===== src/exec_pkg.sv =====
package exec_pkg;

  // cluster defaults, overridable through the top level parameters
  localparam int DATA_W  = 64;
  localparam int NUM_BUS = 4; // two lane buses, two external

  // flag bit positions
  localparam int FLAG_Z = 0;
  localparam int FLAG_S = 1;
  localparam int FLAG_C = 2;
  localparam int FLAG_V = 3;

  typedef logic [DATA_W-1:0] data_t;
  typedef logic [1:0]        bus_idx_t;
  typedef logic [3:0]        flags_t;

  typedef enum logic [2:0] {
    OP_ADD = 3'd0,
    OP_SUB = 3'd1,
    OP_AND = 3'd2,
    OP_OR  = 3'd3,
    OP_XOR = 3'd4,
    OP_SHL = 3'd5,
    OP_SHR = 3'd6,
    OP_SAR = 3'd7
  } alu_op_t;

  // operand source select
  typedef enum logic [1:0] {
    FWD_REG  = 2'd0, // supplied value
    FWD_NOW  = 2'd1, // bus in the input cycle
    FWD_LAST = 2'd2  // bus one cycle earlier
  } fwd_mode_t;

endpackage


===== src/alu_core.sv =====
`timescale 1ns/1ns
module alu_core import exec_pkg::*; #(
  parameter int DATA_W = exec_pkg::DATA_W
) (
  input  data_t   a,
  input  data_t   b,
  input  alu_op_t op,
  input  logic    is_sub,
  input  logic    size32,
  output data_t   result,
  output flags_t  flags
);

  localparam int HALF = DATA_W / 2;

  logic [DATA_W-1:0] b_eff;
  logic [DATA_W:0]   sum;
  logic [DATA_W-1:0] raw;
  logic              is_arith;
  logic              carry;
  logic              a_msb;
  logic              b_msb;
  logic              r_msb;

  assign b_eff = is_sub ? ~b : b;
  assign sum   = {1'b0, a} + {1'b0, b_eff} + {{DATA_W{1'b0}}, is_sub};

  always_comb begin
    case (op)
      OP_AND:  raw = a & b;
      OP_OR:   raw = a | b;
      OP_XOR:  raw = a ^ b;
      default: raw = sum[DATA_W-1:0];
    endcase
  end

  assign is_arith = (op == OP_ADD) || (op == OP_SUB);
  assign result   = size32 ? {{HALF{1'b0}}, raw[HALF-1:0]} : raw;

  // carry into the upper half recovered from the sum bit
  assign carry = size32 ? (sum[HALF] ^ a[HALF] ^ b_eff[HALF]) : sum[DATA_W];
  assign a_msb = size32 ? a[HALF-1] : a[DATA_W-1];
  assign b_msb = size32 ? b_eff[HALF-1] : b_eff[DATA_W-1];
  assign r_msb = size32 ? raw[HALF-1] : raw[DATA_W-1];

  always_comb begin
    flags         = '0;
    flags[FLAG_Z] = result == '0;
    flags[FLAG_S] = r_msb;
    flags[FLAG_C] = is_arith && (carry ^ is_sub); // borrow on sub
    flags[FLAG_V] = is_arith && (a_msb == b_msb) && (r_msb != a_msb);
  end

endmodule


===== src/shift_unit.sv =====
`timescale 1ns/1ns
module shift_unit import exec_pkg::*; #(
  parameter int DATA_W = exec_pkg::DATA_W
) (
  input  data_t  a,
  input  data_t  b,
  input  logic   shift_right,
  input  logic   shift_arith,
  input  logic   size32,
  output data_t  result,
  output flags_t flags
);

  localparam int HALF  = DATA_W / 2;
  localparam int AMT_W = $clog2(DATA_W);

  logic [AMT_W-1:0]  amt;
  logic              fill;
  logic [DATA_W-1:0] src;
  logic [DATA_W:0]   right;
  logic [DATA_W-1:0] raw;

  assign amt  = size32 ? {1'b0, b[AMT_W-2:0]} : b[AMT_W-1:0]; // modulo size
  assign fill = shift_arith && (size32 ? a[HALF-1] : a[DATA_W-1]);
  assign src  = size32 ? {{HALF{fill}}, a[HALF-1:0]} : a;

  // extra top bit carries the fill into the shift
  assign right = $signed({fill, src}) >>> amt;
  assign raw   = shift_right ? right[DATA_W-1:0] : (a << amt);

  assign result = size32 ? {{HALF{1'b0}}, raw[HALF-1:0]} : raw;

  always_comb begin
    flags         = '0;
    flags[FLAG_Z] = result == '0;
    flags[FLAG_S] = size32 ? raw[HALF-1] : raw[DATA_W-1];
  end

endmodule


===== src/op_decode.sv =====
`timescale 1ns/1ns
module op_decode import exec_pkg::*; #(
  parameter bit HAS_SHIFTER = 1'b1
) (
  input  logic    clk,
  input  logic    rst,
  input  logic    en,
  input  alu_op_t op,
  input  logic    size32,
  output alu_op_t op_q,
  output logic    is_sub,
  output logic    is_shift,
  output logic    shift_right,
  output logic    shift_arith,
  output logic    size32_q,
  output logic    issue
);

  logic shift_op;

  assign shift_op = (op == OP_SHL) || (op == OP_SHR) || (op == OP_SAR);

  always_ff @(posedge clk) begin
    if (rst) begin
      op_q        <= OP_ADD;
      is_sub      <= 1'b0;
      is_shift    <= 1'b0;
      shift_right <= 1'b0;
      shift_arith <= 1'b0;
      size32_q    <= 1'b0;
      issue       <= 1'b0;
    end else begin
      op_q        <= op;
      is_sub      <= op == OP_SUB; // inverts b, carry-in of one
      is_shift    <= shift_op;
      shift_right <= (op == OP_SHR) || (op == OP_SAR);
      shift_arith <= op == OP_SAR;
      size32_q    <= size32;
      issue       <= en && (HAS_SHIFTER || !shift_op); // no shifter, no issue
    end
  end

endmodule


===== src/operand_forward.sv =====
`timescale 1ns/1ns
module operand_forward import exec_pkg::*; #(
  parameter int DATA_W  = exec_pkg::DATA_W,
  parameter int NUM_BUS = exec_pkg::NUM_BUS
) (
  input  logic      clk,
  input  logic      rst,
  input  data_t     value,
  input  fwd_mode_t mode,
  input  bus_idx_t  bus_sel,
  input  data_t     buses [NUM_BUS],
  output data_t     operand_q
);

  data_t             bus_q [NUM_BUS];
  logic [DATA_W-1:0] pick;

  // history copy, one cycle behind the live buses
  always_ff @(posedge clk) begin
    bus_q <= buses;
  end

  always_comb begin
    case (mode)
      FWD_NOW:  pick = buses[bus_sel];
      FWD_LAST: pick = bus_q[bus_sel];
      default:  pick = value;
    endcase
  end

  always_ff @(posedge clk) begin
    if (rst) begin
      operand_q <= '0;
    end else begin
      operand_q <= pick;
    end
  end

endmodule


===== src/int_lane.sv =====
`timescale 1ns/1ns
module int_lane import exec_pkg::*; #(
  parameter int DATA_W      = exec_pkg::DATA_W,
  parameter int NUM_BUS     = exec_pkg::NUM_BUS,
  parameter bit HAS_SHIFTER = 1'b1
) (
  input  logic      clk,
  input  logic      rst,
  input  logic      en,
  input  alu_op_t   op,
  input  logic      size32,
  input  data_t     a,
  input  data_t     b,
  input  fwd_mode_t a_mode,
  input  fwd_mode_t b_mode,
  input  bus_idx_t  a_bus,
  input  bus_idx_t  b_bus,
  input  data_t     buses [NUM_BUS],
  output data_t     result,
  output flags_t    flags,
  output logic      valid
);

  alu_op_t op_q;
  logic    is_sub;
  logic    is_shift;
  logic    shift_right;
  logic    shift_arith;
  logic    size32_q;
  logic    issue;
  data_t   a_q;
  data_t   b_q;
  data_t   alu_result;
  flags_t  alu_flags;
  data_t   sh_result;
  flags_t  sh_flags;

  op_decode #(.HAS_SHIFTER(HAS_SHIFTER)) decode_inst (
    .clk(clk), .rst(rst), .en(en), .op(op), .size32(size32),
    .op_q(op_q), .is_sub(is_sub), .is_shift(is_shift), .shift_right(shift_right),
    .shift_arith(shift_arith), .size32_q(size32_q), .issue(issue)
  );

  operand_forward #(.DATA_W(DATA_W), .NUM_BUS(NUM_BUS)) fwd_a_inst (
    .clk(clk), .rst(rst), .value(a), .mode(a_mode), .bus_sel(a_bus),
    .buses(buses), .operand_q(a_q)
  );

  operand_forward #(.DATA_W(DATA_W), .NUM_BUS(NUM_BUS)) fwd_b_inst (
    .clk(clk), .rst(rst), .value(b), .mode(b_mode), .bus_sel(b_bus),
    .buses(buses), .operand_q(b_q)
  );

  alu_core #(.DATA_W(DATA_W)) alu_inst (
    .a(a_q), .b(b_q), .op(op_q), .is_sub(is_sub), .size32(size32_q),
    .result(alu_result), .flags(alu_flags)
  );

  generate
    if (HAS_SHIFTER) begin : g_shift
      shift_unit #(.DATA_W(DATA_W)) shift_inst (
        .a(a_q), .b(b_q), .shift_right(shift_right), .shift_arith(shift_arith),
        .size32(size32_q), .result(sh_result), .flags(sh_flags)
      );
    end else begin : g_no_shift
      assign sh_result = '0; // never selected, issue drops shifts here
      assign sh_flags  = '0;
    end
  endgenerate

  always_ff @(posedge clk) begin
    if (rst) begin
      result <= '0;
      flags  <= '0;
      valid  <= 1'b0;
    end else begin
      valid <= issue;
      if (issue) begin // bus keeps last good value when idle
        result <= is_shift ? sh_result : alu_result;
        flags  <= is_shift ? sh_flags : alu_flags;
      end
    end
  end

endmodule


===== src/exec_cluster.sv =====
`timescale 1ns/1ns
module exec_cluster import exec_pkg::*; #(
  parameter int DATA_W  = exec_pkg::DATA_W,
  parameter int NUM_BUS = exec_pkg::NUM_BUS
) (
  input  logic      clk,
  input  logic      rst,
  input  logic      lane0_en,
  input  alu_op_t   lane0_op,
  input  logic      lane0_size32,
  input  data_t     lane0_a,
  input  data_t     lane0_b,
  input  fwd_mode_t lane0_a_mode,
  input  fwd_mode_t lane0_b_mode,
  input  bus_idx_t  lane0_a_bus,
  input  bus_idx_t  lane0_b_bus,
  output data_t     lane0_result,
  output flags_t    lane0_flags,
  output logic      lane0_valid,
  input  logic      lane1_en,
  input  alu_op_t   lane1_op,
  input  logic      lane1_size32,
  input  data_t     lane1_a,
  input  data_t     lane1_b,
  input  fwd_mode_t lane1_a_mode,
  input  fwd_mode_t lane1_b_mode,
  input  bus_idx_t  lane1_a_bus,
  input  bus_idx_t  lane1_b_bus,
  output data_t     lane1_result,
  output flags_t    lane1_flags,
  output logic      lane1_valid,
  input  data_t     ext_bus2,
  input  data_t     ext_bus3
);

  data_t buses [NUM_BUS];

  assign buses[0] = lane0_result;
  assign buses[1] = lane1_result;
  assign buses[2] = ext_bus2;
  assign buses[3] = ext_bus3;

  int_lane #(.DATA_W(DATA_W), .NUM_BUS(NUM_BUS), .HAS_SHIFTER(1'b0)) lane0_inst (
    .clk(clk), .rst(rst), .en(lane0_en), .op(lane0_op), .size32(lane0_size32),
    .a(lane0_a), .b(lane0_b), .a_mode(lane0_a_mode), .b_mode(lane0_b_mode),
    .a_bus(lane0_a_bus), .b_bus(lane0_b_bus), .buses(buses),
    .result(lane0_result), .flags(lane0_flags), .valid(lane0_valid)
  );

  // odd lane carries the shifter
  int_lane #(.DATA_W(DATA_W), .NUM_BUS(NUM_BUS), .HAS_SHIFTER(1'b1)) lane1_inst (
    .clk(clk), .rst(rst), .en(lane1_en), .op(lane1_op), .size32(lane1_size32),
    .a(lane1_a), .b(lane1_b), .a_mode(lane1_a_mode), .b_mode(lane1_b_mode),
    .a_bus(lane1_a_bus), .b_bus(lane1_b_bus), .buses(buses),
    .result(lane1_result), .flags(lane1_flags), .valid(lane1_valid)
  );

endmodule


===== config.mk =====
export PLATFORM = sky130hd
export DESIGN_NAME = exec_cluster
export DESIGN_NICKNAME = d
export VERILOG_FILES = /design/src/exec_pkg.sv /design/src/alu_core.sv /design/src/shift_unit.sv /design/src/op_decode.sv /design/src/operand_forward.sv /design/src/int_lane.sv /design/src/exec_cluster.sv
export SDC_FILE = /design/constraint.sdc
export NUM_CORES = 2
export LEC_CHECK = 0
export ABC_CLOCK_PERIOD_IN_PS = 13600
export BUFFER_PORTS_ARGS = -buffer_cell sky130_fd_sc_hd__buf_4
export CAP_MARGIN = 40
export CORE_AREA = 2 2 368 370
export CTS_CLUSTER_SIZE = 10
export DETAILED_ROUTE_END_ITERATION = 8
export DIE_AREA = 0 0 370 372
export SYNTH_ARGS = -nofsm -noshare
export SYNTH_HDL_FRONTEND = slang
export SYNTH_SLANG_ARGS = --single-unit

===== constraint.sdc =====
create_clock -name clk -period 13.6 [get_ports clk]
set_input_delay 0.68 -clock clk [delete_from_list [all_inputs] [get_ports clk]]
set_output_delay 0.68 -clock clk [all_outputs]
set_load 0.02 [all_outputs]

After elaboration in Yosys (flattened, before gate mapping):

Cells that the tools add are included.

* flip-flop bits (word level): 666
* input bits: 412
* output and inout bits: 138

* add/subtract/negate cells: 4
* $lt $le $gt $ge: 4
* equal/unequal tests: 28
* shift-type cells: 2
* mux-type cells: 51
* bitwise logic cells: 18
* reductions and logical operators: 21

Operators by type and width (count)
* 64-bit 2-to-1 mux: 25
* 64-bit binary-select mux with 2-bit select: 8
* 64-bit case mux with 2 select lines: 4
* 64-bit case mux with 3 select lines: 2
* 64-bit zero test: 3
* 64-bit by 64-bit adder with 65-bit output: 2
* 65-bit by 1-bit adder with 65-bit output: 2
* 64-bit bitwise AND: 2
* 64-bit NOT: 2
* 64-bit OR: 2
* 64-bit XOR: 2
* 65-bit by 6-bit >>> shifter with 64-bit output: 1
* 64-bit by 6-bit left shift with 64-bit output: 1
* 3-bit equality test, second input constant: 8
* 3-bit by 1-bit equality test with 1-bit output, second input constant: 4
* 3-bit by 2-bit equality test with 1-bit output, second input constant: 4
* 3-bit greater-or-equal comparator, second input constant: 4
* 2-bit NOT with 3-bit output: 4
* 1-bit 2-to-1 mux: 9
* 2-bit by 1-bit equality test with 1-bit output, second input constant: 4
* 2-bit equality test, second input constant: 4
* 1-bit logical AND: 8
* 4-bit 2-to-1 mux: 2
* 1-bit logical OR: 7
* 6 further kinds: 14

Longest topological paths before layout:

* depth in word-level cells: 10
* mapped depth: 21
* gate-level depth less buffers: 16

Hierarchy:

Synthesis repeated with hierarchy kept, for this count alone.

* cell total of the unflattened synthesis: 8133
* area total of the unflattened synthesis: 80329.5 um^2

By module, submodules not included
* operand_forward: times used 4, cells an instance 844, area each 11318.4 um^2
* shift_unit: times used 1, cells an instance 1362, area each 10263.6 um^2
* alu_core (lane0_inst.alu_inst): times used 1, cells an instance 1402, area each 9416.5 um^2
* alu_core (lane1_inst.alu_inst): times used 1, cells an instance 1347, area each 8968.6 um^2
* int_lane (lane1_inst): times used 1, cells an instance 305, area each 3024.2 um^2
* int_lane (lane0_inst): times used 1, cells an instance 304, area each 2864.0 um^2
* op_decode (lane0_inst.decode_inst): times used 1, cells an instance 19, area each 266.5 um^2
* op_decode (lane1_inst.decode_inst): times used 1, cells an instance 18, area each 252.7 um^2

Worst setup path after synthesis:

No wires, ideal clock.

* path type: register -> register
* start: register lane1_inst.fwd_b_inst.operand_q[1]
* end: register lane1_inst.flags[0]
* library setup time: 87 ps
* data arrival time: 5579 ps
* required time: 13513 ps
* slack: 7934 ps
* cell stages (with the launch flop): 22
* path buffers: 5
* path through: dfxtp_1 clkbuf_1 clkbuf_1 clkbuf_1 clkbuf_1 buf_1 xor2_1 inv_1 fa_1 nand2b_1 a211oi_1 o21ai_0 xnor2_1 o221ai_1 nand2b_1 or4_1 or4_1 or4_1 or4b_1 nor4_2 nand4bb_1 o31ai_1

* longest elaborated chain between the ends: 8
* elaborated cells on any way between the ends: 17
* those cells by class: add/sub: 2; shift: 2; mux: 7; bitwise: 4; reduce/logical: 2

RTL lines
* start: declaration: RTL line operand_forward.sv:12 `output data_t operand_q`
* start signal: assignment: RTL line operand_forward.sv:35 `operand_q <= pick;`
* 64-bit NOT: RTL line alu_core.sv:25 `assign b_eff = is_sub ? ~b : b;`
* 64-bit 2-to-1 mux: RTL line alu_core.sv:25
* 64-bit by 64-bit adder with 65-bit output: RTL line alu_core.sv:26 `assign sum = {1'b0, a} + {1'b0, b_eff} + {{DATA_W{1'b0}}, is_sub};`
* 65-bit by 1-bit adder with 65-bit output: RTL line alu_core.sv:26
* 64-bit case mux with 3 select lines: RTL line alu_core.sv:29 `case (op)`
* 64-bit 2-to-1 mux: RTL line alu_core.sv:38 `assign result = size32 ? {{HALF{1'b0}}, raw[HALF-1:0]} : raw;`
* 64-bit zero test: RTL line alu_core.sv:48 `flags[FLAG_Z] = result == '0;`
* 4-bit 2-to-1 mux *: RTL line int_lane.sv:80 `flags <= is_shift ? sh_flags : alu_flags;`
* end signal: assignment: RTL line int_lane.sv:80
* end: declaration: RTL line int_lane.sv:20 `output flags_t flags,`

Mark *: on every way between the ends. The rest lies on a longest branch, timed or not.
A chain may end at the register's enable or synchronous reset.

Worst setup path in the final report:

* start: register lane1_inst.fwd_b_inst.operand_q[0]
* end: register lane1_inst.flags[0]

Same word-level chain as after synthesis.

==> impl_metrics.py <==
metrics = {
    "clock_tree": {
        "clk_pin_slew_ns": 0.08,
        "insertion_delay_ns": 0.72,
        "post_cts_buffers": 0,
        "cts_resized": 0,
        "cts-hold-fix-buffers": 0,
        "cts_buffer_depth": 3,
        "htreeDepth": 3,
        "cts_sinks": 666,
        "cts-root-buf": "clkbuf_16",
        "cts_tree": "done",
        "cts_made_buffers": 85,
    },
    "grt": {
        "grt_max_degree": 91,
        "gr-usage-met2": 0.660,
        "antenna_found_initial": 53,
        "grtUsageTotal": 0.440,
        "grt_pass1_vias": 57713,
        "grt_first_pass_wirelength_um": 436000,
        "grt_use_met3": 0.142,
        "overflow": 0,
        "met1_usage": 0.560,
        "busiest_layer": "met2",
    },
    "die": {
        "rows": 135,
        "io_pins": 550,
        "coreArea_um2": 134000,
        "die_area_um2": 138000,
        "die_w_um": 370,
        "initial_core_util": 0.445,
        "die_y_um": 372,
    },
    "sta": {
        "drv_slew": 0,
        "slew_headroom": 0.230,
        "clock.fmax_mhz": 152,
        "worstMarginPinSlew_ns": 1.16,
        "setup_violations": 0,
        "skew_ns": 0.0338,
        "fin_setup_tns_ns": 0,
        "finalCriticalPeriod_ns": 6.59,
        "hold_viol": 0,
        "min_period_over_period": 0.484,
        "rsz0062_at_grt": "false",
        "whs_ns": 0.0956,
    },
    "route": {
        "first_iter_violations": 8173,
        "via_per_inst": 6.86,
        "firstDrtPassIters": 8,
        "vias": 60927,
        "post_drt_wl_per_cell_um": 35.2,
        "finalWirelength_um": 313000,
        "drt_drc_violations_left": 0,
        "ant_nets": 0,
    },
    "synth": {
        "synthCells": 6818,
        "synth_mux_area_frac": 0.257,
        "yosys.area.top_type": "dfxtp_1",
        "ys_types": 97,
        "postSynth.asyncResetShare": 0,
        "synth_edf_count": 0,
        "ys_seq_elements": 666,
        "synth_area_per_cell_um2": 8.77,
        "ys_warn_count": 0,
        "synthesis.area_um2": 59800,
        "yosysTopAreaCellShare": 0.223,
        "synthesis.nets": 7635,
        "synth_xor_area_frac": 0.0334,
        "yosys.area_share.simple": 0.132,
        "synthAdderAreaFrac": 0.0850,
        "synth_compound_area_frac": 0.212,
        "synth_area_leaders": "dfxtp_1 22%, mux4_2 22%, ha_1 8.4%",
        "seq_area_frac_synth": 0.223,
        "ys.flop_type": "dfxtp_1",
        "synth_top_family_by_area": "multiplexers",
    },
    "cells_and_area": {
        "final_cell_area_um2": 68200,
        "fill_cells": 12804,
        "drive_above_1_share": 0.215,
        "layout_common_cells": "1020 x nor2_1, 673 x a21oi_1, 663 x buf_4",
        "multi_input_area_um2": 43200,
        "fin_nets": 7832,
        "regArea_um2": 13400,
        "layout_commonest_cell": "nor2_1",
        "utilization": 0.508,
        "syn_to_final_growth_pct": 14.0,
    },
    "power": {
        "p_leak_nw": 27.5,
        "power_mw": 7.12,
        "peakVddDrop_v": 0.000100,
        "power.density_nw_per_um2": 104,
    },
    "place": {
        "placed_cell_area_um2": 65300,
        "numPortBuffers": 549,
        "hpwl_um": 238000,
        "place_congestion": 1.05,
    },
    "worst_setup_path": {
        "critPathKind": "reg -> reg",
        "worstSetupStartpointType": "flip-flop",
        "cp.arrival_ns": 7.22,
        "setup.worst_path.end_class": "flip-flop",
        "required_ns": 14.23,
        "cp_max_fo": 65,
    },
    "hold_path": {
        "hold_path.class": "in -> reg",
    },
    "run_status": {
        "status": "complete, no violations",
    },
    "run": {
        "maxCapViolCount": 0,
    },
}
==> through the flow <==
stage	std cells	worst slack [ns]
2_1_floorplan	6818	7.93
3_3_place_gp	8679	6.91
3_5_place_dp	8708	7.05
4_1_cts	8842	7.02
5_1_grt	8875	6.52
6_report	8881	7.01
==> critical path: stages (launching register included) <==
cell and delay [ns]:
dfxtp_4 0.78, buf_4 0.82, mux2i_4 0.18, fa_1 0.46
nand2b_1 0.18, a211oi_1 0.59, o21ai_0 0.34, xnor2_1 0.20
o221ai_1 0.22, nand2b_1 0.08, or4_1 0.42, or4_1 0.46
or4_1 0.71, or4b_1 0.55, nor4_2 0.16, nand4bb_1 0.13
o31ai_1 0.19
==> kinds of logic after synthesis <==
| kind of cell | Yosys count |
|---|---|
| compound gates | 1974 |
| flops | 666 |
| mux | 806 |
| simple gates | 1838 |
| buf+inv | 901 |
| xor+xnor | 228 |
| fa+ha+maj | 405 |
==> layer usage <==
metal,wire [µm],part of all wire
met1,118000,0.38
met2,136000,0.43
met3,38700,0.12
met4,19300,0.062
met5,460,0.0015
==> state kept, by name, indices dropped and copies added (netlist names), 4 cells and up <==
signal,flops
lane1_inst.fwd_a_inst.operand_q,64
lane0_inst.fwd_b_inst.operand_q,64
lane1_inst.fwd_b_inst.operand_q,64
lane0_inst.fwd_a_inst.bus_q,64
lane0_inst.fwd_a_inst.operand_q,64
lane0_inst.result,64
lane1_inst.flags,4
lane1_inst.result,64
lane0_inst.flags,4
lane1_inst.fwd_a_inst.bus_q,192
==> final cells by class <==
type                    count  area share
clock buffers             114      0.0350
diodes                     38     0.00140
clock inverters            20     0.00481
well taps                1781      0.0327
repair buffers            698      0.0792
inverters                 313      0.0172
flip-flops and latches    666       0.196
multi-input cells        5251       0.633
==> final timing paths <==
| path | from | endpoint | slack (ns) | cells past startpoint |
|---|---|---|---|---|
| worst min-delay path | ext_bus2[13] | lane1_inst.fwd_a_inst.bus_q[77]$_DFF_P_ | 0.1 | 1 |
| worst max-delay path | lane1_inst.fwd_b_inst.operand_q[0]$_SDFF_PP0_ | lane1_inst.flags[0]$_SDFFE_PP0P_ | 7.01 | 16 |
| worst min register to register | lane0_inst.result[27]$_SDFFE_PP0P_ | lane0_inst.fwd_a_inst.bus_q[219]$_DFF_P_ | 0.44 | 0 |
| worst max register to register | lane1_inst.fwd_b_inst.operand_q[0]$_SDFF_PP0_ | lane1_inst.flags[0]$_SDFFE_PP0P_ | 7.01 | 16 |
==> report_power, final <==
group	switching (mW)	internal (mW)
sequential	0.245	2.07
clock	0.970	1.32
combinational	1.58	0.925
total	2.80	4.32
==> synthesized netlist by cell type, drive strengths merged (32+ instances only) <==
cell,instances
a211oi,145
a21o,67
a21oi,673
a221oi,44
a22oi,314
and2,36
buf,183
clkbuf,405
dfxtp,666
ha,403
inv,311
mux2,60
mux2i,170
mux4,576
nand2,412
nand3,64
nand4,61
nor2,1023
nor3,53
o211ai,65
o21ai,282
o221ai,32
o22ai,73
xnor2,58
xor2,170
No activity file was read; power rests on OpenSTA's default activity.
